### src/hw/l2_mem_consts.svh
// l2 memory constants: sizes of the shared on-chip memory and its request path
`ifndef L2_MEM_CONSTS_SVH
`define L2_MEM_CONSTS_SVH

// word address into the RAM
`define L2_ADDR_W 13

// data word and byte lanes
`define L2_DATA_W 32
`define L2_BE_W 4

// 8192 words of 32 bits
`define L2_RAM_DEPTH 8192

// instruction fetch and data requesters
`define L2_NUM_PORTS 2

`endif

### src/hw/l2_mem_pkg.sv
// l2 memory package: operation and state machine types for the shared memory path
package l2_mem_pkg;

    // request operation carried with every l2 request
    typedef enum logic {
        l2_read  = 1'b0,
        l2_write = 1'b1
    } l2_op_t;

    // arbiter holds one grant at a time
    typedef enum logic {
        arb_idle = 1'b0,
        arb_busy = 1'b1
    } arb_state_t;

    // adapter sequencing of one RAM access
    typedef enum logic [1:0] {
        mem_idle    = 2'd0,
        mem_access  = 2'd1,
        mem_respond = 2'd2
    } mem_state_t;

endpackage

### src/hw/l2_mem_if.sv
// l2 memory interfaces: granted request path and one RAM port
`timescale 1ns/1ps
`include "l2_mem_consts.svh"

interface l2_mem_if;
    logic                               req;
    l2_mem_pkg::l2_op_t                 op;
    logic [`L2_ADDR_W-1:0]              addr;
    logic [`L2_BE_W-1:0]                be;
    logic [`L2_DATA_W-1:0]              wdata;
    logic [$clog2(`L2_NUM_PORTS)-1:0]   port_id;
    logic                               done;
    logic [`L2_DATA_W-1:0]              rdata;

    // arbiter presents the winning request
    modport arbiter (
        output req, op, addr, be, wdata, port_id,
        input  done, rdata
    );

    // adapter completes it, owner is tracked by the arbiter
    modport adapter (
        input  req, op, addr, be, wdata,
        output done, rdata
    );
endinterface


### src/hw/l2_arbiter.sv
// l2 arbiter: round-robin grant of two requesters onto the shared memory path
`timescale 1ns/1ps
`include "l2_mem_consts.svh"

module l2_arbiter (
    input  logic                    clk,
    input  logic                    rst_n,
    input  logic                    req_0,
    input  l2_mem_pkg::l2_op_t      op_0,
    input  logic [`L2_ADDR_W-1:0]   addr_0,
    input  logic [`L2_BE_W-1:0]     be_0,
    input  logic [`L2_DATA_W-1:0]   wdata_0,
    input  logic                    req_1,
    input  l2_mem_pkg::l2_op_t      op_1,
    input  logic [`L2_ADDR_W-1:0]   addr_1,
    input  logic [`L2_BE_W-1:0]     be_1,
    input  logic [`L2_DATA_W-1:0]   wdata_1,
    output logic                    ack_0,
    output logic                    ack_1,
    output logic                    rd_valid_0,
    output logic                    rd_valid_1,
    output logic [`L2_DATA_W-1:0]   rdata_0,
    output logic [`L2_DATA_W-1:0]   rdata_1,
    l2_mem_if.arbiter               mem
);

    l2_mem_pkg::arb_state_t state;
    logic last_gnt;
    logic pick_1;
    logic grant;

    // port 1 wins when alone or when port 0 was served last
    assign pick_1 = req_1 && (!req_0 || (last_gnt == 1'b0));
    assign grant = (state == l2_mem_pkg::arb_idle) && (req_0 || req_1);

    always_ff @(posedge clk or negedge rst_n) begin
        if (!rst_n) begin
            state <= l2_mem_pkg::arb_idle;
            last_gnt <= 1'b1;
            mem.req <= 1'b0;
            mem.op <= l2_mem_pkg::l2_read;
            mem.port_id <= 1'b0;
        end else if (grant) begin
            state <= l2_mem_pkg::arb_busy;
            last_gnt <= pick_1;
            mem.req <= 1'b1;
            mem.op <= pick_1 ? op_1 : op_0;
            mem.port_id <= pick_1;
        end else if ((state == l2_mem_pkg::arb_busy) && mem.done) begin
            // grant released, next pick happens one edge later
            state <= l2_mem_pkg::arb_idle;
            mem.req <= 1'b0;
        end
    end

    // request payload
    always_ff @(posedge clk) begin
        if (grant) begin
            mem.addr <= pick_1 ? addr_1 : addr_0;
            mem.be <= pick_1 ? be_1 : be_0;
            mem.wdata <= pick_1 ? wdata_1 : wdata_0;
        end
    end

    assign ack_0 = mem.done && (mem.port_id == 1'b0);
    assign ack_1 = mem.done && (mem.port_id == 1'b1);

    // read data follows the ack by one cycle
    always_ff @(posedge clk or negedge rst_n) begin
        if (!rst_n) begin
            rd_valid_0 <= 1'b0;
            rd_valid_1 <= 1'b0;
        end else begin
            rd_valid_0 <= ack_0 && (mem.op == l2_mem_pkg::l2_read);
            rd_valid_1 <= ack_1 && (mem.op == l2_mem_pkg::l2_read);
        end
    end

    assign rdata_0 = rd_valid_0 ? mem.rdata : '0;
    assign rdata_1 = rd_valid_1 ? mem.rdata : '0;

endmodule

### src/flat_wrapper.sv
// flat-port wrapper written by rule: the top's interface ports become plain ports
module l2_arbiter_flat 
  (clk, rst_n, req_0, op_0, addr_0, be_0, wdata_0, req_1, op_1, addr_1, be_1, wdata_1, ack_0, ack_1, rd_valid_0, rd_valid_1, rdata_0, rdata_1, mem_req, mem_op, mem_addr, mem_be, mem_wdata, mem_port_id, mem_done, mem_rdata);
  l2_mem_if mem_i ();
  input  logic clk;
  input  logic rst_n;
  input  logic req_0;
  input  l2_mem_pkg::l2_op_t op_0;
  input  logic [`L2_ADDR_W-1:0] addr_0;
  input  logic [`L2_BE_W-1:0] be_0;
  input  logic [`L2_DATA_W-1:0] wdata_0;
  input  logic req_1;
  input  l2_mem_pkg::l2_op_t op_1;
  input  logic [`L2_ADDR_W-1:0] addr_1;
  input  logic [`L2_BE_W-1:0] be_1;
  input  logic [`L2_DATA_W-1:0] wdata_1;
  output logic ack_0;
  output logic ack_1;
  output logic rd_valid_0;
  output logic rd_valid_1;
  output logic [`L2_DATA_W-1:0] rdata_0;
  output logic [`L2_DATA_W-1:0] rdata_1;
  output wire logic [$bits(mem_i.req)-1:0] mem_req;
  output wire logic [$bits(mem_i.op)-1:0] mem_op;
  output wire logic [$bits(mem_i.addr)-1:0] mem_addr;
  output wire logic [$bits(mem_i.be)-1:0] mem_be;
  output wire logic [$bits(mem_i.wdata)-1:0] mem_wdata;
  output wire logic [$bits(mem_i.port_id)-1:0] mem_port_id;
  input wire logic [$bits(mem_i.done)-1:0] mem_done;
  input wire logic [$bits(mem_i.rdata)-1:0] mem_rdata;
  assign mem_req = mem_i.req;
  assign mem_op = mem_i.op;
  assign mem_addr = mem_i.addr;
  assign mem_be = mem_i.be;
  assign mem_wdata = mem_i.wdata;
  assign mem_port_id = mem_i.port_id;
  assign mem_i.done = mem_done;
  assign mem_i.rdata = mem_rdata;
  l2_arbiter u_core (.clk(clk), .rst_n(rst_n), .req_0(req_0), .op_0(op_0), .addr_0(addr_0), .be_0(be_0), .wdata_0(wdata_0), .req_1(req_1), .op_1(op_1), .addr_1(addr_1), .be_1(be_1), .wdata_1(wdata_1), .ack_0(ack_0), .ack_1(ack_1), .rd_valid_0(rd_valid_0), .rd_valid_1(rd_valid_1), .rdata_0(rdata_0), .rdata_1(rdata_1), .mem(mem_i));
endmodule
### config.mk
export PLATFORM = sky130hd
export DESIGN_NAME = l2_arbiter_flat
export DESIGN_NICKNAME = d
export VERILOG_FILES = /design/src/hw/l2_mem_pkg.sv /design/src/hw/l2_mem_if.sv /design/src/hw/l2_arbiter.sv /design/src/flat_wrapper.sv
export VERILOG_INCLUDE_DIRS = /design/src /design/src/hw
export SDC_FILE = /design/constraint.sdc
export NUM_CORES = 1
export LEC_CHECK = 0
export BUFFER_PORTS_ARGS = -buffer_cell sky130_fd_sc_hd__buf_2
export CAP_MARGIN = 20
export CORE_AREA = 2 2 99 101
export CTS_CLUSTER_SIZE = 16
export DETAILED_ROUTE_END_ITERATION = 8
export DIE_AREA = 0 0 101 103
export GPL_TIMING_DRIVEN = 0
export MAX_ROUTING_LAYER = met4
export PLACE_DENSITY_LB_ADDON = 0.1
export SYNTH_ARGS = -nofsm -noshare
export SYNTH_HDL_FRONTEND = slang
export SYNTH_SLANG_ARGS = --single-unit
### constraint.sdc
create_clock -name clk -period 1.9 [get_ports clk]
set_input_delay 0.38 -clock clk [delete_from_list [all_inputs] [get_ports clk]]
set_output_delay 0.38 -clock clk [all_outputs]
set_load 0.01 [all_outputs]
* Yosys cells after proc, flatten, opt, wreduce, memory -nomap -nowiden *
Cells that the tools add are included.

cells by class
  add/sub/neg operators = 0
  $mul = 0
  divide/modulo/power cells = 0
  magnitude comparators = 0
  equal/unequal tests = 0
  shifts and indexed selects = 0
  multiplexer cells = 8
  bitwise logic cells = 4
  reduce and logical (&&, ||, !) cells = 11

operators with widths
  operator             number
  $mux W32             3
  $mux W13             1
  $logic_and A1 B1 Y1  7
  $mux W4              1
  $not A1 Y1           4
  $mux W1              3
  $logic_or A1 B1 Y1   2
  $reduce_bool A2 Y1   1
  $logic_not A1 Y1     1

word-level totals
  register bits after elaboration = 55
  latch bits = 0
  bits in writable memories = 0
  ROM bits = 0
  input bits = 137
  output and inout bits = 120
  word-level logic and storage cells = 32
  memories = 0

* Longest topological paths before layout *
Gate-level depths: netlist (run 1).

  depth in word-level cells = 4
  depth in mapped cells = 5
  mapped depth without buffers = 5

* Worst setup path after synthesis (run 1) *
Ideal clock, no wire load.

  path kind = reg-to-reg
  start point = register u_core.state
  end point = register u_core.mem.addr[0] (enable)
  setup time = 405 ps
  data arrival time = 1643 ps
  data required time = 1495 ps
  path slack = -148 ps
  cell stages (with the launch flop) = 4
  buffers on the path = 0
  period minus slack after synthesis = 2048 ps
  cell sequence = dfrtp_1 > inv_1 > o21ai_0 > inv_1

between the ends
  word-level cells in the longest chain between the ends = 2

ends and longest elaborated chain
  element                 RTL line          source
  start, declared         l2_arbiter.sv:27  l2_mem_pkg::arb_state_t state;
  start signal, assigned  l2_arbiter.sv:38  state <= l2_mem_pkg::arb_idle;
  start signal, assigned  l2_arbiter.sv:44  state <= l2_mem_pkg::arb_busy;
  start signal, assigned  l2_arbiter.sv:51  state <= l2_mem_pkg::arb_idle;
  $not A1 Y1              l2_arbiter.sv:34  assign grant = (state == l2_mem_pkg::arb_idle) && (req_0 || req_1);
  $logic_and A1 B1 Y1     l2_arbiter.sv:34
  net u_core.grant        l2_arbiter.sv:30  logic grant;
  end signal, assigned    l2_arbiter.sv:59  mem.addr <= pick_1 ? addr_1 : addr_0;
  end, declared           l2_mem_if.sv:17   output req, op, addr, be, wdata, port_id,

The timed path passes the listed nets, and every way through them passes these cells.
A chain may end at the register's enable or synchronous reset.

* Final worst setup path (run 1) *
  start point = register u_core.rd_valid_0
  end point = output rdata_0[29]

between the ends
  word-level cells in the longest chain between the ends = 1

ends and longest elaborated chain
  element                 RTL line            source
  start, declared         l2_arbiter.sv:20    output logic rd_valid_0,
  start signal, assigned  l2_arbiter.sv:74    rd_valid_0 <= ack_0 && (mem.op == l2_mem_pkg::l2_read);
  $mux W32                l2_arbiter.sv:79    assign rdata_0 = rd_valid_0 ? mem.rdata : '0;
  end, declared           flat_wrapper.sv:21  output logic [`L2_DATA_W-1:0] rdata_0;

Every way passes these cells.

==> results.md, run 1 <==
- Status: complete, no violations
- Maximum VDD drop: 0.0003993 V
- Fin cells: 574
- Core region area: 9459 um^2
- Cells after synthesis: 194
- Cells on Worst Hold Path: 2
- Internal: 2.527 mW
- Initial Utilization: 0.2931
- Sink Count: 55
- Pin count of the biggest net entering global routing: 27
- Syn Nets: 331
- Syn Area/Cell: 14.29 um^2
- Vias: 2448
- CTS tree: done
- Commonest non-fill, non-tap cell in the layout: buf_2
- Yosys cell types: 19
- Clk buf depth: 2
- H-tree levels: 2
- Setup tns final: 0 ns
- Ant diodes: 0
- TritonRoute pass-1 iters: 4
- Final setup violation count: 0
- Final Hold Viols: 0
- Dpl hpwl: 6.504 mm
- Die Y-Extent: 103 um
- Reg2Reg Setup Slack: 0.24 ns
- Share of post-route cells with drive strength above 1: 0.7043
- Synth warnings: 0
- Most frequent cells in the layout: buf_2 (256), and2_1 (65), mux2_2 (49), edfxtp_1 (49), clkbuf_8 (9)
- Sw frac: 0.3155
- CTS buffer count: 5
- Top Ports: 257
- Placed inst area: 4200 um^2
- ANT nets after route: 0
- Switch Pwr: 1.165 mW
- CP Capture Type: output pin
- CP startpoint kind: flip-flop
- Critical Path AT: 1.33 ns
- DP Cell Count: 564
- Final WS setup: 0.1914 ns
- Mapped cell area: 2773 um^2
- Worst Tran Pin Value: 0.5996 ns
- RSZ-0062 raised after global routing: no
- Antenna violations before repair: 0
- CP required: 1.52 ns
- Yosys reg bits: 55
- Clk Latency, worst-skew pair: 0.31 ns
- Total track usage: 0.1453
- Worst-path clk slew: 0.09 ns
- Tmin final: 1.709 ns
- DRT Wirelength: 8.025 mm
- Drt via density: 4.265
- WS Path Type: reg2out
- Total gr overflow: 0
- Global-route wire length before repair: 11.32 mm
- Routed length per instance: 13.98 um
- Max Fclk: 585.3 MHz
- Clock share of power: 0.176
- Row cnt: 36
- Slew margin rel.: 0.5995
- IO Port Bufs: 256
- Final nets: 596
- Vias in the first global route: 2295
- Reg power frac: 0.464
- Final Util: 0.4557
- Die Area: 10400 um^2
- Worst Path Max Fanout: 10
- Static Leak: 2.164 nW
- Root Driver: clkbuf_8
- Fillcell total: 909
- Clk_skew: 0.01425 ns
- 1st-iter DRT viols: 48
- Final Cycle Share: 0.8992
- Residual DRC count: 0
- Postcts setup bufs: 0
- MaxCap Viol Count: 0
- Pwr/cell area: 856.4 nW/um^2
- Worst Reg2Reg Path Length in Cells: 3
- Layout area overhead: 55.46%
- Finished Cell Area: 4310 um^2
- Global placement routability congestion: 0.7430
- Max-slew violations: 0
- HP Class: in2reg
- Seq/Total Area, Yosys: 0.5853
- Logic pwr share: 0.360
- Worst setup slack after placement: -0.5103 ns
- Die width: 101 um
power by group through the flow:
| stage | registers (mW) | logic [mW] | clock network (mW) |
|---|---|---|---|
| 6_report | 1.71 | 1.33 | 0.651 |
| 3_5_place_dp | 1.75 | 1.34 | 0 |
| 4_1_cts | 1.72 | 1.36 | 0.693 |
| 5_1_grt | 1.74 | 1.47 | 0.740 |
| 3_3_place_gp | 1.74 | 1.34 | 0 |
| 2_1_floorplan | 1.86 | 0.619 | 0 |
kinds of logic (layout without fill, tap and decap cells):
| logic type | count (synthesis) | in the layout | share of synthesized area |
|---|---|---|---|
| mux | 50 | 50 | 0.2026 |
| flops | 55 | 55 | 0.5853 |
| buf+inv | 13 | 279 | 0.03610 |
| compound gates | 7 | 7 | 0.01986 |
| simple gates | 69 | 69 | 0.1561 |
critical path: stages (launching register included):
cell and delay (ns):
dfrtp_1 0.42, clkbuf_1 0.31, and2_1 0.18, buf_2 0.13
flip-flops by register name, summed over array words and instances (netlist names):
register,count
u_core.mem.wdata,32
u_core.mem.addr,13
u_core.mem.be,4
u_core.last_gnt,1
u_core.mem.op,1
u_core.mem.port_id,1
u_core.rd_valid_0,1
u_core.rd_valid_1,1
u_core.state,1
repair_timing:
action / CTS / global route
setup endpoints to repair: 50 / 1
resized for setup: 2 / 1
endpoints found under the hold margin: 5 / 0
hold buffers: 1 / 0
gates cloned: 1 / 0
pin swaps: 0 / 0
per-layer routing:
layer	vias up	global-route usage	share of wire
met5	-	-	0
met4	0	0.04158	0.012
met3	6	0.04203	0.087
met2	131	0.2451	0.51
met1	1094	0.1698	0.39
li1	1217	-	-
synth_stat cells:
library cell  instances  area share
buf_8                 1      0.0054
edfxtp_1             49        0.53
clkbuf_1              6      0.0081
a31oi_1               1      0.0023
mux2_2               49        0.20
nor2b_1               1      0.0023
clkbuf_8              4       0.020
dfstp_2               1      0.0095
a21oi_1               2      0.0036
mux2i_1               1      0.0036
inv_1                 2      0.0027
and2_1               65        0.15
and3b_1               1      0.0032
a21boi_4              1      0.0068
o21ai_0               2      0.0036
a22o_2                1      0.0036
nor2_1                1      0.0014
dfrtp_1               5       0.045
nor3b_1               1      0.0027
per-stage QoR:
step                      hold slack, ns  power [mW]
final                             0.3027       3.691
after global routing              0.2929       3.952
after CTS                         0.2879       3.768
after detailed placement          0.2134       3.086
after global placement            0.2107       3.075
after floorplan                  0.08441       2.475
worst paths after layout:
| check | start | endpoint |
|---|---|---|
| hold / removal | req_0 | u_core.last_gnt |
| max in group asynchronous | rst_n | u_core.last_gnt |
| setup reg to reg | u_core.state | u_core.mem.addr[5] |
| setup / recovery | u_core.rd_valid_0 | rdata_0[29] |
| hold reg to reg | u_core.mem.op | u_core.rd_valid_0 |
| min in group asynchronous | rst_n | u_core.state |
cell type report:
type | count | area (um^2) | share of cell area
clock inverters | 3 | 17.52 | 0.004064
multi-input cells | 126 | 1056 | 0.2450
well taps | 114 | 142.6 | 0.03309
flip-flops and latches | 55 | 1623 | 0.3765
repair inverters | 1 | 7.507 | 0.001742
repair buffers | 257 | 1291 | 0.2996
clock buffers | 5 | 68.82 | 0.01597
plain buffers | 11 | 92.59 | 0.02148
inverters | 2 | 11.26 | 0.002612
(Power assumes the default switching activity.)
==> run 2: changes to the inputs <==
--- a/config.mk
+++ b/config.mk
@@ -8,10 +8,10 @@
 export LEC_CHECK = 0
 export BUFFER_PORTS_ARGS = -buffer_cell sky130_fd_sc_hd__buf_2
 export CAP_MARGIN = 20
-export CORE_AREA = 2 2 99 101
+export CORE_AREA = 2 2 101 103
 export CTS_CLUSTER_SIZE = 16
 export DETAILED_ROUTE_END_ITERATION = 8
-export DIE_AREA = 0 0 101 103
+export DIE_AREA = 0 0 103 105
 export GPL_TIMING_DRIVEN = 0
 export MAX_ROUTING_LAYER = met4
 export PLACE_DENSITY_LB_ADDON = 0.1
==> constraint.sdc (replaced) <==
create_clock -name clk -period 1.8 [get_ports clk]
set_input_delay 0.36 -clock clk [delete_from_list [all_inputs] [get_ports clk]]
set_output_delay 0.36 -clock clk [all_outputs]
set_load 0.01 [all_outputs]
==> results.md, run 2 (synthesized netlist as in run 1, its figures left out) <==
- CP required: 1.44 ns (was 1.52 ns)
- Status: complete, no violations (unchanged)
- Worst Path Max Fanout: 10 (unchanged)
- Final Hold Viols: 0 (unchanged)
- Largest Register: u_core.mem.wdata (unchanged)
- Final WS setup: 0.1369 ns (was 0.1914 ns)
- Critical path cell sequence: clkbuf_1 -> and2_1 -> buf_2 (unchanged)
- RSZ-0062 raised after global routing: no (unchanged)
- Global placement routability congestion: 0.8509 (was 0.7430)
- DRT Wirelength: 8.732 mm (was 8.025 mm)
- Residual DRC count: 0 (unchanged)
- Commonest non-fill, non-tap cell in the layout: buf_2 (unchanged)
- Static Leak: 2.180 nW (was 2.164 nW)
- Worst setup slack after placement: -0.4499 ns (was -0.5103 ns)
- Critical Path AT: 1.30 ns (was 1.33 ns)
- DP Cell Count: 583 (was 564)
- CP Capture Type: output pin (unchanged)
- CP startpoint kind: flip-flop (unchanged)
- Clk buf depth: 2 (unchanged)
- Slew margin rel.: 0.6082 (was 0.5995)
- Sink Count: 55 (unchanged)
- ANT nets after route: 0 (unchanged)
- Clk Latency, worst-skew pair: 0.31 ns (about the same)
- Die width: 103 um (was 101 um)
- Routed length per instance: 14.75 um (was 13.98 um)
- IO Port Bufs: 256 (unchanged)
- Pin count of the biggest net entering global routing: 27 (unchanged)
- 1st-iter DRT viols: 67 (was 48)
- Maximum VDD drop: 0.0003628 V (was 0.0003993 V)
- Initial Utilization: 0.2876 (was 0.2931)
- Row cnt: 36 (unchanged)
- Layout area overhead: 57.31% (was 55.46%)
- Crit path largest cell delay: 0.43 ns (was 0.42 ns)
- Postcts setup bufs: 0 (unchanged)
- WHS Endpoint: u_core.state (was u_core.last_gnt)
- Ant diodes: 0 (unchanged)
- Pwr/cell area: 927.4 nW/um^2 (was 856.4 nW/um^2)
- Tmin final: 1.663 ns
- Root Driver: clkbuf_8 (unchanged)
- Die Y-Extent: 105 um (was 103 um)
- Final setup violation count: 0 (unchanged)
- Reg2reg end: u_core.mem.be[3] (was u_core.mem.addr[5])
- Clk_skew: 0.005812 ns (was 0.01425 ns)
- MaxCap Viol Count: 0 (unchanged)
- Drt via density: 4.301 (was 4.265)
- Core region area: 9639 um^2 (was 9459 um^2)
- Worst path depth: 3 (unchanged)
- Worst Tran Pin Value: 0.5865 ns (was 0.5996 ns)
- CTS tree: done (unchanged)
- Worst hold path startpoint: mem_done (was req_0)
- Most frequent cells in the layout: buf_2 (256), and2_1 (65), mux2_2 (49), edfxtp_1 (49), clkbuf_8 (9) (unchanged)
- Regs by FF count: u_core.mem.wdata: 32 flops, u_core.mem.addr: 13 flops, u_core.mem.be: 4 flops (unchanged)
- Vias in the first global route: 2434 (was 2295)
- Global-route wire length before repair: 12.19 mm (was 11.32 mm)
- Final Cycle Share: 0.9240
- Critical Path Slowest Stage Cell: dfrtp_1 (unchanged)
- Largest register FFs: 32 (unchanged)
- CTS buffer count: 5 (unchanged)
- Max Fclk: 601.3 MHz
- Top Ports: 257 (unchanged)
- Max-slew violations: 0 (unchanged)
- Worst-path clk slew: 0.09 ns (about the same)
- TritonRoute pass-1 iters: 4 (unchanged)
- Fin cells: 592 (was 574)
- Worst Path Buf+Inv: 2 (unchanged)
- Reg2Reg Setup Slack: 0.20 ns (was 0.24 ns)
- Die Area: 10820 um^2 (was 10400 um^2)
- HP Class: in2reg (unchanged)
- Total track usage: 0.1533 (was 0.1453)
- WS Path Type: reg2out (unchanged)
- R2R Path Start: u_core.state (unchanged)
- Final nets: 596 (unchanged)
- Share of post-route cells with drive strength above 1: 0.7102 (was 0.7043)
- Worst Reg2Reg Path Length in Cells: 3 (unchanged)
- Total gr overflow: 0 (unchanged)
- H-tree levels: 2 (unchanged)
- Antenna violations before repair: 0 (unchanged)
- Cells on Worst Hold Path: 2 (unchanged)
- Largest delay contributor family on the critical path: flip-flops (was buffers and inverters)
- Dpl hpwl: 7.080 mm (was 6.504 mm)
- Vias: 2546 (was 2448)
==> run 2: power by group <==
group	internal (mW)	switching, mW
Combinational	0.682	0.742
Clock	0.409	0.396
Sequential	1.72	0.0986
==> run 2: cell type report <==
type | count | area [um^2]
fill | 950 | 5278
sequential | 55 | 1623
timing repair buffer | 257 | 1291
multi-input combinational | 126 | 1064
tap | 133 | 166.4
buffer | 11 | 96.34
clock buffer | 6 | 72.57
clock inverter | 1 | 30.03
inverter | 2 | 11.26
timing repair inverter | 1 | 7.507
==> run 2: per-layer routing <==
layer | vias up | wire length (um) | track usage
met5 | - | 0 | -
met4 | 0 | 134 | 0.03571
met3 | 12 | 711 | 0.03478
met2 | 145 | 4754 | 0.2964
met1 | 1176 | 3130 | 0.1507
li1 | 1213 | - | -
==> run 2: through the flow <==
step,hold WS [ns],TNS [ns],utilization,power (mW),cell area (um^2)
after floorplan,0.06441,0,-,2.615,2780
after global placement,0.1914,-22.01,0.4386,3.264,4228
after CTS,0.2724,0,0.4511,4.091,4348
after detailed placement,0.1969,-22.37,0.4386,3.278,4228
final,0.2841,0,0.4525,4.045,4362
after global routing,0.2901,0,0.4525,4.284,4362
==> run 2: worst max path at each step <==
stage / start / endpoint / slack [ns]
2_1_floorplan: u_core.state / u_core.mem.addr[0] / 0.09
3_3_place_gp: req_1 / u_core.mem.wdata[24] / -0.44
3_5_place_dp: req_1 / u_core.mem.wdata[26] / -0.45
4_1_cts: u_core.rd_valid_1 / rdata_1[16] / 0.07
5_1_grt: u_core.rd_valid_0 / rdata_0[18] / 0.005
6_report: u_core.rd_valid_0 / rdata_0[19] / 0.14
==> run 2: what timing repair did <==
action,in CTS,in global routing
hold buffers,1,0
endpoints found under the hold margin,5,0
cloned,1,0
endpoints found under the setup margin,50,49
gates resized for setup,1,8
