File: config.mk
export PLATFORM = sky130hd
export DESIGN_NAME = l2_to_mem_flat
export DESIGN_NICKNAME = d
export VERILOG_FILES = /design/src/hw/l2_mem_pkg.sv /design/src/hw/l2_mem_if.sv /design/src/hw/l2_to_mem.sv /design/src/flat_wrapper.sv
export VERILOG_INCLUDE_DIRS = /design/src /design/src/hw
export SDC_FILE = /design/constraint.sdc
export NUM_CORES = 1
export LEC_CHECK = 0
export ABC_AREA = 1
export ABC_CLOCK_PERIOD_IN_PS = 2100
export BUFFER_PORTS_ARGS = -buffer_cell sky130_fd_sc_hd__clkbuf_2
export CORE_MARGIN = 3
export CORE_UTILIZATION = 30
export DETAILED_ROUTE_END_ITERATION = 8
export PLACE_DENSITY = 0.75
export SYNTH_ARGS = -nofsm -noshare
export SYNTH_HDL_FRONTEND = slang
export SYNTH_SLANG_ARGS = --single-unit
export TNS_END_PERCENT = 100
File: constraint.sdc
create_clock -name clk -period 2.1 [get_ports clk]
set_input_delay 0.105 -clock clk [delete_from_list [all_inputs] [get_ports clk]]
set_output_delay 0.105 -clock clk [all_outputs]
set_load 0.03 [all_outputs]
File: src/hw/l2_mem_consts.svh
// l2 memory constants: sizes of the shared on-chip memory and its request path
`ifndef L2_MEM_CONSTS_SVH
`define L2_MEM_CONSTS_SVH

// word address into the RAM
`define L2_ADDR_W 13

// data word and byte lanes
`define L2_DATA_W 32
`define L2_BE_W 4

// 8192 words of 32 bits
`define L2_RAM_DEPTH 8192

// instruction fetch and data requesters
`define L2_NUM_PORTS 2

`endif

File: src/hw/l2_mem_pkg.sv
// l2 memory package: operation and state machine types for the shared memory path
package l2_mem_pkg;

    // request operation carried with every l2 request
    typedef enum logic {
        l2_read  = 1'b0,
        l2_write = 1'b1
    } l2_op_t;

    // arbiter holds one grant at a time
    typedef enum logic {
        arb_idle = 1'b0,
        arb_busy = 1'b1
    } arb_state_t;

    // adapter sequencing of one RAM access
    typedef enum logic [1:0] {
        mem_idle    = 2'd0,
        mem_access  = 2'd1,
        mem_respond = 2'd2
    } mem_state_t;

endpackage

File: src/hw/l2_mem_if.sv
// l2 memory interfaces: granted request path and one RAM port
`timescale 1ns/1ps
`include "l2_mem_consts.svh"

interface l2_mem_if;
    logic                               req;
    l2_mem_pkg::l2_op_t                 op;
    logic [`L2_ADDR_W-1:0]              addr;
    logic [`L2_BE_W-1:0]                be;
    logic [`L2_DATA_W-1:0]              wdata;
    logic [$clog2(`L2_NUM_PORTS)-1:0]   port_id;
    logic                               done;
    logic [`L2_DATA_W-1:0]              rdata;

    // arbiter presents the winning request
    modport arbiter (
        output req, op, addr, be, wdata, port_id,
        input  done, rdata
    );

    // adapter completes it, owner is tracked by the arbiter
    modport adapter (
        input  req, op, addr, be, wdata,
        output done, rdata
    );
endinterface

interface bram_port_if;
    logic                   en;
    logic [`L2_BE_W-1:0]    we_be;
    logic [`L2_ADDR_W-1:0]  addr;
    logic [`L2_DATA_W-1:0]  wdata;
    logic [`L2_DATA_W-1:0]  rdata;

    modport master (
        output en, we_be, addr, wdata,
        input  rdata
    );

    modport ram (
        input  en, we_be, addr, wdata,
        output rdata
    );
endinterface

File: src/hw/l2_to_mem.sv
// l2 to memory adapter: runs one granted request on RAM port A and returns the read word
`timescale 1ns/1ps
`include "l2_mem_consts.svh"

module l2_to_mem (
    input  logic        clk,
    input  logic        rst_n,
    l2_mem_if.adapter   mem,
    bram_port_if.master ram
);

    l2_mem_pkg::mem_state_t state;
    logic [`L2_DATA_W-1:0] rdata_q;
    logic issue;

    // request is only taken from idle, so a held req is not issued twice
    assign issue = (state == l2_mem_pkg::mem_idle) && mem.req;

    assign ram.en = issue;
    assign ram.addr = mem.addr;
    assign ram.wdata = mem.wdata;
    // reads keep every lane closed
    assign ram.we_be = (mem.op == l2_mem_pkg::l2_write) ? mem.be : '0;

    always_ff @(posedge clk or negedge rst_n) begin
        if (!rst_n) begin
            state <= l2_mem_pkg::mem_idle;
        end else begin
            case (state)
                l2_mem_pkg::mem_idle: begin
                    if (issue) begin
                        state <= l2_mem_pkg::mem_access;
                    end
                end
                l2_mem_pkg::mem_access: begin
                    state <= l2_mem_pkg::mem_respond;
                end
                l2_mem_pkg::mem_respond: begin
                    // arbiter drops req while we sit here
                    state <= l2_mem_pkg::mem_idle;
                end
                default: begin
                    state <= l2_mem_pkg::mem_idle;
                end
            endcase
        end
    end

    // registered RAM output is valid during access
    always_ff @(posedge clk) begin
        if (state == l2_mem_pkg::mem_access) begin
            rdata_q <= ram.rdata;
        end
    end

    assign mem.done = (state == l2_mem_pkg::mem_access);
    assign mem.rdata = rdata_q;

endmodule

File: src/flat_wrapper.sv
// flat-port wrapper written by rule: the top's interface ports become plain ports
module l2_to_mem_flat 
  (clk, rst_n, mem_req, mem_op, mem_addr, mem_be, mem_wdata, mem_done, mem_rdata, ram_en, ram_we_be, ram_addr, ram_wdata, ram_rdata);
  l2_mem_if mem_i ();
  bram_port_if ram_i ();
  input  logic clk;
  input  logic rst_n;
  input wire logic [$bits(mem_i.req)-1:0] mem_req;
  input wire logic [$bits(mem_i.op)-1:0] mem_op;
  input wire logic [$bits(mem_i.addr)-1:0] mem_addr;
  input wire logic [$bits(mem_i.be)-1:0] mem_be;
  input wire logic [$bits(mem_i.wdata)-1:0] mem_wdata;
  output wire logic [$bits(mem_i.done)-1:0] mem_done;
  output wire logic [$bits(mem_i.rdata)-1:0] mem_rdata;
  output wire logic [$bits(ram_i.en)-1:0] ram_en;
  output wire logic [$bits(ram_i.we_be)-1:0] ram_we_be;
  output wire logic [$bits(ram_i.addr)-1:0] ram_addr;
  output wire logic [$bits(ram_i.wdata)-1:0] ram_wdata;
  input wire logic [$bits(ram_i.rdata)-1:0] ram_rdata;
  assign mem_i.req = mem_req;
  assign mem_i.op = mem_op;
  assign mem_i.addr = mem_addr;
  assign mem_i.be = mem_be;
  assign mem_i.wdata = mem_wdata;
  assign mem_done = mem_i.done;
  assign mem_rdata = mem_i.rdata;
  assign ram_en = ram_i.en;
  assign ram_we_be = ram_i.we_be;
  assign ram_addr = ram_i.addr;
  assign ram_wdata = ram_i.wdata;
  assign ram_i.rdata = ram_rdata;
  l2_to_mem u_core (.clk(clk), .rst_n(rst_n), .mem(mem_i), .ram(ram_i));
endmodule
; ---- Word level (Yosys, flattened, before mapping)
; Index checks and enable logic that the tools add are counted.
[op_classes]
n_addsub = 0
multipliers = 0
div_mod_pow = 0
order_cmp = 0
eq_ne = 2
shifts = 0
n_mux = 3
n_bitwise = 0
n_reduce_logical = 2
[ops]
columns = cell, n
row1 = $mux 4, 1
row2 = $pmux 2 s2, 1
row3 = $eq 2x1->1 const B, 1
row4 = $logic_not 2->1, 1
row5 = $mux 2, 1
row6 = $ne 2x2->1 const B, 1
row7 = $logic_and 1x1->1, 1
[word_totals]
register_bits = 34
latchBits = 0
ramBits = 0
romBits = 0
output_inout_bits = 83
mem_count = 0

; ---- Longest topological paths before layout
; Gate-level depths: netlist of run 1.
[depth]
word_depth = 4
ltp_mapped = 3
depth_no_buf = 3

; ---- Worst setup path after synthesis of run 1
; OpenSTA, ideal clock, no wires.
[synth_path]
kind = register to register
start = reg u_core.state[1]
end = reg u_core.rdata_q[0], in the netlist u_core.mem.rdata[0] (enable)
arrival_time_ns = 1.779
t_required_ns = 1.679
setup_slack_ns = -0.100
stages_incl_launch_ff = 2
path_buffers = 0
cell_sequence = dfrtp_1 > nor2_1
[synth_via]
elab_chain_cells = 1
[synth_lines]
columns = element, line
row1 = from (decl), l2_to_mem.sv:12  ; l2_mem_pkg::mem_state_t state;
row2 = from (signal assigned), l2_to_mem.sv:27  ; state <= l2_mem_pkg::mem_idle;
row3 = from (signal assigned), l2_to_mem.sv:32  ; state <= l2_mem_pkg::mem_access;
row4 = from (signal assigned), l2_to_mem.sv:36  ; state <= l2_mem_pkg::mem_respond;
row5 = $eq 2x1->1, l2_to_mem.sv:51  ; if (state == l2_mem_pkg::mem_access) begin
row6 = to (signal assigned), l2_to_mem.sv:52  ; rdata_q <= ram.rdata;
row7 = to (decl), l2_to_mem.sv:13  ; logic [`L2_DATA_W-1:0] rdata_q;
; No other way between the ends.
; A chain may end at the register's enable or synchronous reset.

; ---- Worst setup path after layout of run 1
[layout_path]
start = reg u_core.state[1]
end = out ram_en
[layout_via]
elab_chain_cells = 2
[layout_lines]
columns = element, line
row1 = $logic_not 2->1, l2_to_mem.sv:17  ; assign issue = (state == l2_mem_pkg::mem_idle) && mem.req;
row2 = $logic_and 1x1->1, l2_to_mem.sv:17
row3 = to (decl), flat_wrapper.sv:15  ; output wire logic [$bits(ram_i.en)-1:0] ram_en;
; No other way between the ends.

==> impl_metrics.env, run 1 <==
export IMPL_arrival_ns=1.12
export IMPL_crit_end="ram_en"
export IMPL_slew_limit_headroom_pct=83.1
export IMPL_ir_drop_mv=0.490
export IMPL_drv_slew=0
export IMPL_hpwl_mm=2.90
export IMPL_routed_wl_mm=3.53
export IMPL_status="complete, no violations"
export IMPL_hold_class="in -> reg"
export IMPL_boundaryPins=168
export IMPL_fin_setup_tns_ns=0
export IMPL_io_buffers=77
export IMPL_ant_nets=0
export IMPL_synth_area_top_cells="edfxtp_1, buf_4, dfrtp_1, inv_1, nor2_1"
export IMPL_cp_end_kind="primary output"
export IMPL_cts_tree="done"
export IMPL_yosysMostFrequentCell="buf_4"
export IMPL_cts_max_level=2
export IMPL_synth_commonest_cells="buf_4, edfxtp_1, inv_1, nor2_1, nand2_1"
export IMPL_whs_ns=0.00750
export IMPL_fin_skew_ns=0.00376
export IMPL_rsz0062_at_grt="false"
export IMPL_slowest_stage="dfrtp_1"
export IMPL_vias=827
export IMPL_power_density_nw_per_um2=883
export IMPL_finalCriticalPeriod_ns=1.22
export IMPL_synthArstFlopShare_pct=5.88
export IMPL_root_buffer="clkbuf_8"
export IMPL_synth_seq_cells=34
export IMPL_rr_worst_depth=2
export IMPL_grt_usage_pct=11.8
export IMPL_crit_chain="inv_2 -> nand2_2 -> nor2_1 -> clkbuf_2"
export IMPL_nNetsFinal=239
export IMPL_fp_dieW_um=74.7
export IMPL_whs_path_depth=1
export IMPL_crit_buf_inv=2
export IMPL_fp_dieArea_um2=5580
export IMPL_startpoint_type="flip-flop"
export IMPL_synth_edf_count=32
export IMPL_die_y_um=74.7
export IMPL_period_share_pct=58.3
export IMPL_ys_flop_type="edfxtp_1"
export IMPL_synth_area_leader_cell="edfxtp_1"
export IMPL_reg2reg_from="u_core.state[1]"
export IMPL_drive_gt1_share_pct=57.4
export IMPL_clk_pin_slew_ns=0.06
export IMPL_setup_viol=0
export IMPL_crit_fanout=4
export IMPL_path_delay_family="flip-flops"
export IMPL_cts_setup_buffers=0
export IMPL_path_depth=4
export IMPL_fmax_mhz=817
export IMPL_reg2reg_slack_ns=0.94
export IMPL_required_ns=2.00
export IMPL_cts_buffer_depth=2
export IMPL_cts_made_buffers=5
export IMPL_drc=0
export IMPL_clock_sinks=34
export IMPL_synth_warnings=0
export IMPL_leakagePower_nw=0.839
export IMPL_first_global_vias=763
export IMPL_antenna_found_initial=0
export IMPL_areaGrowthSynthToFinish_pct=27.6
export IMPL_coreArea_um2=4440
export IMPL_grt_max_degree=22
export IMPL_crit_type="reg -> out"
export IMPL_n_antenna_cell=0
export IMPL_routabilityCongestion=0.658
export IMPL_ys_seq_area_share_pct=71.4
export IMPL_slowest_delay_ns=0.42
export IMPL_yosysUniqueCellTypes=9
export IMPL_syn_mean_instance_area_um2=14.8
export IMPL_syn_inst=96
export IMPL_finalHoldViolations=0
export IMPL_place_inst=182
export IMPL_initial_core_util_pct=31.9
export IMPL_synthesis_area_um2=1420
export IMPL_worst_pin_slew_ns=0.254
export IMPL_overflow=0
export IMPL_clk_latency_ns=0.27
export IMPL_drtIter0Drc=42
export IMPL_grt_first_pass_wirelength_mm=4.47
export IMPL_finalNonFillerCells=207
export IMPL_dr_pass1_iters=2
export IMPL_rows=24
export IMPL_syn_num_nets=181
export IMPL_vias_per_cell=4.00
export IMPL_cap_viol_max_count=0
export IMPL_rr_endpoint="u_core.mem.rdata[25]"
export IMPL_drt_wirelength_per_cell_um=17.0
export IMPL_synth_top_area_share_pct=67.8
export IMPL_startpoint="u_core.state[1]"
worst min-delay path by stage:
stage	endpoint	start	slack, ns
after CTS	u_core.mem.rdata[3]	ram_rdata[3]	0.0003
after detailed placement	u_core.state[1]	rst_n	-0.11
after floorplan	u_core.state[0]	rst_n	-0.19
after global placement	u_core.state[1]	rst_n	-0.11
after global routing	u_core.mem.rdata[5]	ram_rdata[5]	-0.01
final	u_core.mem.rdata[5]	ram_rdata[5]	0.007
routing by layer:
layer / wire length (um) / GRT usage, % / up-vias / part of all wire (%)
li1: - / - / 386 / -
met1: 858 / 8.46 / 349 / 24
met2: 2020 / 21.9 / 80 / 57
met3: 491 / 7.34 / 12 / 14
met4: 159 / 8.10 / 0 / 4.5
met5: 0 / 0 / - / 0
worst register-to-register path, delay by kind of cell (launching register included):
family	cells	cell delay, ns
buf+inv	1	0.28
flops	1	0.42
simple gates	1	0.14
state kept, by name, summed over array words and instances, names as in the netlist:
name and flops:
u_core.state 2, u_core.mem.rdata 32
cell families after synthesis:
kind of cell           Yosys count  synth area share [%]
and+or+nand+nor                 10                  2.83
buffers and inverters           52                  25.8
DFF                             34                  71.4
report_power, final:
group | internal, W | switching (W)
Clock | 0.000267 | 0.000202
Combinational | 0.0000957 | 0.000196
Sequential | 0.000816 | 0.0000173
cell usage in the layout (no fill, tap or decap):
cell           synthesis  layout
clkbuf_8               0       6
clkbuf_2               0      77
dlygate4sd3_1          0      17
nand2_1                4       4
nor2_2                 0       1
nor2_1                 5       4
clkbuf_1               0       2
buf_4                 45       2
clkinv_2               1       1
edfxtp_1              32      32
inv_2                  1       1
nand2_2                1       1
inv_1                  5       5
dfrtp_1                2       2
cell type report:
type | instances | area, um^2
inverter | 7 | 27.5
timing repair buffer | 96 | 571
sequential | 34 | 1010
clock buffer | 8 | 90.1
fill | 430 | 2640
tap | 52 | 65.1
multi-input combinational | 10 | 42.5
per-stage QoR:
step	utilization, %	cell area [um^2]	power [W]	setup WS [ns]
floorplan	-	1420	0.00117	0.423
global placement	34.8	1550	0.00111	0.976
detailed placement	34.8	1550	0.00112	0.939
CTS	39.8	1770	0.00161	0.904
global route	40.7	1810	0.00167	0.823
finish	40.7	1810	0.00159	0.876
repair_timing:
action / 4_1_cts / 5_1_grt
hold buffers: 13 / 4
gates resized for setup: 0 / 0
hold endpoints to repair: 14 / 4
Note: power is estimated with default switching activity, not from simulation.
==> run 2: changes to the inputs <==
- ABC_CLOCK_PERIOD_IN_PS: 2100 -> 1200
- CORE_UTILIZATION: 30 -> 33
- PLACE_DENSITY: 0.75 -> 0.78
- clock period: 2.1 -> 1.2 ns (I/O delays scaled with it)
==> run 2 against run 1 <==
  * Register-to-register slack worse by 0.82 ns
  * Critical endpoint unchanged
  * Highest routed layer unchanged
  * Critical path type unchanged
  * Combinational power grew 100%
  * Clock skew decreased by 0.00058 ns
  * Routed wire length shrank 1.6%
  * Worst setup slack worse by 0.85 ns
  * Sequential cell count is the same
  * Largest cell class unchanged
  * Worst hold slack gained 0.087 ns
  * Total power up 76%
==> impl_metrics.env, run 2 (same netlist as run 1, synthesis figures left out) <==
export IMPL_status="complete, no violations"
export IMPL_reg2reg_from="u_core.state[0]"
export IMPL_antenna_found_initial=0
export IMPL_boundaryPins=168
export IMPL_power_density_nw_per_um2=1410
export IMPL_coreArea_um2=4060
export IMPL_cts_buffer_depth=2
export IMPL_clk_pin_slew_ns=0.06
export IMPL_cap_viol_max_count=0
export IMPL_rr_worst_depth=3
export IMPL_required_ns=1.14
export IMPL_vias=949
export IMPL_arrival_ns=1.11
export IMPL_grt_max_degree=26
export IMPL_final_common_cell="clkbuf_2"
export IMPL_slew_limit_headroom_pct=87.4
export IMPL_areaGrowthSynthToFinish_pct=40.5
export IMPL_ant_nets=0
export IMPL_n_antenna_cell=0
export IMPL_drt_wirelength_per_cell_um=15.6
export IMPL_finalCriticalPeriod_ns=1.17
export IMPL_crit_type="reg -> out"
export IMPL_rows=23
export IMPL_routabilityCongestion=0.702
export IMPL_finalHoldViolations=0
export IMPL_cp_end_kind="primary output"
export IMPL_fp_dieArea_um2=5110
export IMPL_drtIter0Drc=76
export IMPL_vias_per_cell=4.27
export IMPL_grt_first_pass_wirelength_mm=5.11
export IMPL_multiInputGateArea_um2=50.0
export IMPL_drive_gt1_share_pct=51.7
export IMPL_nNetsFinal=256
export IMPL_crit_end="ram_en"
export IMPL_die_y_um=71.5
export IMPL_rr_endpoint="u_core.mem.rdata[14]"
export IMPL_final_util_pct=49.1
export IMPL_io_buffers=77
export IMPL_clock_sinks=34
export IMPL_hold_class="in -> async"
export IMPL_startpoint="u_core.state[1]"
export IMPL_leakagePower_nw=0.910
export IMPL_fmax_mhz=855
export IMPL_setup_viol=0
export IMPL_largest_reg_flops=32
export IMPL_ir_drop_mv=0.962
export IMPL_dr_pass1_iters=4
export IMPL_fp_dieW_um=71.5
export IMPL_routed_wl_mm=3.47
export IMPL_drv_slew=0
export IMPL_cts_tree="done"
export IMPL_initial_core_util_pct=34.9
export IMPL_overflow=0
export IMPL_first_global_vias=1060
export IMPL_hpwl_mm=2.26
export IMPL_layout_area_seq_um2=1010
export IMPL_fin_skew_ns=0.00317
export IMPL_period_share_pct=97.4
export IMPL_cts_setup_buffers=0
export IMPL_place_inst=180
export IMPL_layout_common_cells="clkbuf_2, dlygate4sd3_1, edfxtp_1"
export IMPL_crit_fanout=4
export IMPL_cts_max_level=2
export IMPL_reg2reg_slack_ns=0.12
export IMPL_startpoint_type="flip-flop"
export IMPL_clk_latency_ns=0.28
export IMPL_drc=0
export IMPL_worst_pin_slew_ns=0.189
export IMPL_finalNonFillerCells=222
export IMPL_grt_usage_pct=14.0
export IMPL_root_buffer="clkbuf_8"
export IMPL_cts_made_buffers=5
export IMPL_n_fill_cell=339
## run 2: worst min-delay path by stage
stage | end | startpoint
floorplan | u_core.state[0] | rst_n
global placement | u_core.state[0] | rst_n
detailed placement | u_core.state[0] | rst_n
CTS | u_core.state[1] | rst_n
global route | u_core.state[1] | rst_n
finish | u_core.state[0] | rst_n
## run 2: worst max-delay path: stages, from the launching register on
cell and delay (ns):
dfrtp_1 0.43, inv_2 0.07, nand2_2 0.06, nor2_2 0.12
buf_6 0.15
## run 2: cell type report
| class | instances | share of cell area [%] |
|---|---|---|
| Timing Repair Buffer | 113 | 38.2 |
| Clock buffer | 5 | 3.46 |
| Multi-Input combinational cell | 10 | 2.51 |
| Tap cell | 50 | 3.14 |
| Clock inverter | 3 | 0.566 |
| Inverter | 7 | 1.38 |
| Sequential cell | 34 | 50.8 |
## run 2: layer usage
layer | vias to the layer above | track usage (%) | wire length, um
met2 | 69 | 24.6 | 1910
li1 | 419 | - | -
met4 | 0 | 14.4 | 298
met5 | - | 0 | 0
met1 | 430 | 9.97 | 921
met3 | 31 | 7.15 | 343
## run 2: per-stage QoR
step | hold WS [ns] | worst slack [ns] | instance area (um^2) | total power (W) | TNS, ns
final | 0.0941 | 0.0307 | 1990 | 0.00281 | 0
after global routing | 0.0808 | -0.0244 | 1990 | 0.00293 | -0.0244
after CTS | 0.0954 | 0.0158 | 1980 | 0.00284 | 0
after detailed placement | -0.154 | 0.128 | 1560 | 0.00198 | 0
after global placement | -0.153 | 0.154 | 1560 | 0.00196 | 0
after floorplan | -0.236 | -0.128 | 1420 | 0.00205 | -4.09
## run 2: timing repair
item,4_1_cts,5_1_grt
hold buffers,34,0
endpoints found under the hold margin,35,0
setup endpoints to repair,1,1
gates resized for setup,1,3
## run 2: where the power goes
part	internal (W)	switching [W]	total (W)	leakage, nW
Sequential	0.00143	0.0000351	0.00146	0.325
Combinational	0.000223	0.000367	0.000590	0.545
Clock	0.000386	0.000370	0.000756	0.0407
Total	0.00204	0.000772	0.00281	0.910
==> run 3: changes to the inputs <==
- BUFFER_PORTS_ARGS: -buffer_cell sky130_fd_sc_hd__clkbuf_2 -> not set
- CORE_UTILIZATION: 33 -> 35
- DONT_BUFFER_PORTS: not set -> 1
- PLACE_DENSITY: 0.78 -> 0.47
==> run 3 against run 2 <==
  * First-iteration DRC count decreased by 37%
  * Utilization is 6.1 points lower
  * Worst hold slack worse by 0.072 ns
  * Cell count is 35% lower
  * Register-to-register slack about the same
  * Die area decreased by 5.2%
  * Cell area is 19% lower
  * Sequential cell count is the same
  * Clock skew shrank 0.0012 ns
  * Critical path depth stayed put
  * Largest cell class unchanged
  * Largest power group unchanged
==> impl_metrics.env, run 3 (same netlist as run 1, synthesis figures left out) <==
export IMPL_status="complete, no violations"
export IMPL_switchingPower_w=0.000696
export IMPL_path_delay_family="flip-flops"
export IMPL_setup_viol=0
export IMPL_areaGrowthSynthToFinish_pct=14.3
export IMPL_cts_setup_buffers=0
export IMPL_crit_buf_inv=2
export IMPL_largest_reg_flops=32
export IMPL_antenna_found_initial=0
export IMPL_fin_skew_ns=0.00201
export IMPL_coreArea_um2=3770
export IMPL_crit_fanout=4
export IMPL_period_share_pct=93.3
export IMPL_cts_max_level=2
export IMPL_reg2reg_from="u_core.state[0]"
export IMPL_finalHoldViolations=0
export IMPL_hold_class="in -> async"
export IMPL_initial_core_util_pct=37.6
export IMPL_whs_ns=0.0219
export IMPL_slowest_delay_ns=0.43
export IMPL_rr_endpoint="u_core.mem.rdata[28]"
export IMPL_fp_dieW_um=69.6
export IMPL_grt_max_degree=24
export IMPL_vias=667
export IMPL_startpoint_type="flip-flop"
export IMPL_clk_latency_ns=0.27
export IMPL_p_clk_share_pct=29.9
export IMPL_cts_buffer_depth=2
export IMPL_fp_dieArea_um2=4850
export IMPL_clk_pin_slew_ns=0.06
export IMPL_root_buffer="clkbuf_8"
export IMPL_rows=22
export IMPL_power_density_nw_per_um2=1680
export IMPL_path_depth=4
export IMPL_routed_wl_mm=2.95
export IMPL_first_global_vias=759
export IMPL_n_fill_cell=360
export IMPL_dpl_instance_area_um2=1190
export IMPL_final_util_pct=42.9
export IMPL_slowest_stage="dfrtp_1"
export IMPL_power_frac_comb_pct=9.2
export IMPL_routabilityCongestion=0.690
export IMPL_rsz0062_at_grt="false"
export IMPL_dr_pass1_iters=4
export IMPL_clock_sinks=34
export IMPL_drt_wirelength_per_cell_um=20.3
export IMPL_drtIter0Drc=48
export IMPL_seqPwrFrac_pct=60.9
export IMPL_pre_cts_ws_ns=0.129
export IMPL_cts_made_buffers=5
export IMPL_drive_gt1_share_pct=14.4
export IMPL_postCtsHoldBufs=34
export IMPL_nNetsFinal=181
export IMPL_finalCriticalPeriod_ns=1.12
export IMPL_slew_limit_headroom_pct=78.8
export IMPL_die_y_um=69.6
export IMPL_post_cts_resized=0
export IMPL_overflow=0
export IMPL_hpwl_mm=2.32
export IMPL_ir_drop_mv=0.652
export IMPL_drc=0
export IMPL_vias_per_cell=4.60
export IMPL_final_common_cell="dlygate4sd3_1"
export IMPL_swShare_pct=25.6
export IMPL_arrival_ns=1.06
export IMPL_n_antenna_cell=0
export IMPL_layout_common_cells="dlygate4sd3_1, edfxtp_1, clkbuf_8"
export IMPL_crit_chain="inv_2 -> nand2_2 -> nor2_1 -> buf_4"
export IMPL_grt_first_pass_wirelength_mm=4.20
export IMPL_io_buffers=0
export IMPL_cts_tree="done"
export IMPL_fmax_mhz=894
export IMPL_worst_pin_slew_ns=0.319
export IMPL_ant_nets=0
export IMPL_p_int_w=0.00202
export IMPL_crit_type="reg -> out"
export IMPL_setup_ws_ns=0.0809
export IMPL_cp_end_kind="primary output"
export IMPL_rr_worst_depth=3
export IMPL_boundaryPins=168
export IMPL_leakagePower_nw=0.603
export IMPL_drv_slew=0
export IMPL_postLayoutCellArea_um2=1620
export IMPL_required_ns=1.14
export IMPL_reg2reg_slack_ns=0.13
export IMPL_cap_viol_max_count=0
export IMPL_grt_usage_pct=11.8
## run 3: cell types whose count changed in the layout (fill, tap and decap cells not counted)
| cell | delta |
|---|---|
| clkinv_1 | -3 |
| nor2_1 | +1 |
| buf_4 | +2 |
| nor2_2 | -1 |
| clkbuf_2 | -76 |
| buf_6 | -1 |
| clkbuf_1 | +2 |
| clkbuf_8 | +1 |
## run 3: layout make-up
cell class | count | area (um^2) | area share (%)
clock buffer | 8 | 90.1 | 5.56
inverter | 7 | 27.5 | 1.70
multi-input combinational | 10 | 47.5 | 2.94
sequential | 34 | 1010 | 62.4
tap | 48 | 60.1 | 3.71
timing repair buffer | 38 | 383 | 23.6
## run 3: how the worst max path moves through the flow
stage	from	slack, ns	to
final	u_core.state[1]	0.08	ram_en
after global routing	u_core.state[1]	0.02	ram_en
after CTS	u_core.state[1]	0.06	ram_en
after detailed placement	u_core.state[0]	0.13	u_core.mem.rdata[28]
after global placement	u_core.state[0]	0.15	u_core.mem.rdata[28]
after floorplan	u_core.state[0]	-0.13	u_core.mem.rdata[0]
## run 3: per-stage QoR
step	setup TNS (ns)	std cells	total power [W]
3_5_place_dp	0	103	0.00185
3_3_place_gp	0	103	0.00184
5_1_grt	0	145	0.00284
4_1_cts	0	145	0.00277
6_report	0	145	0.00272
2_1_floorplan	-4.09	96	0.00205
## run 3: routing by layer
layer / track usage, % / up-vias / part of all wire (%) / wire length [um]
met5: 0 / - / 0 / 0
met4: 11.1 / 0 / 7.6 / 223
met3: 7.68 / 30 / 13 / 381
met2: 21.2 / 72 / 53 / 1570
met1: 7.61 / 297 / 26 / 773
li1: - / 268 / - / -
## run 3: power groups by stage
stage / Sequential, W / Combinational, W / Clock (W)
detailed placement: 0.00169 / 0.000162 / 0
finish: 0.00166 / 0.000249 / 0.000814
CTS: 0.00166 / 0.000254 / 0.000857
global route: 0.00167 / 0.000272 / 0.000907
global placement: 0.00169 / 0.000157 / 0
floorplan: 0.00167 / 0.000384 / 0
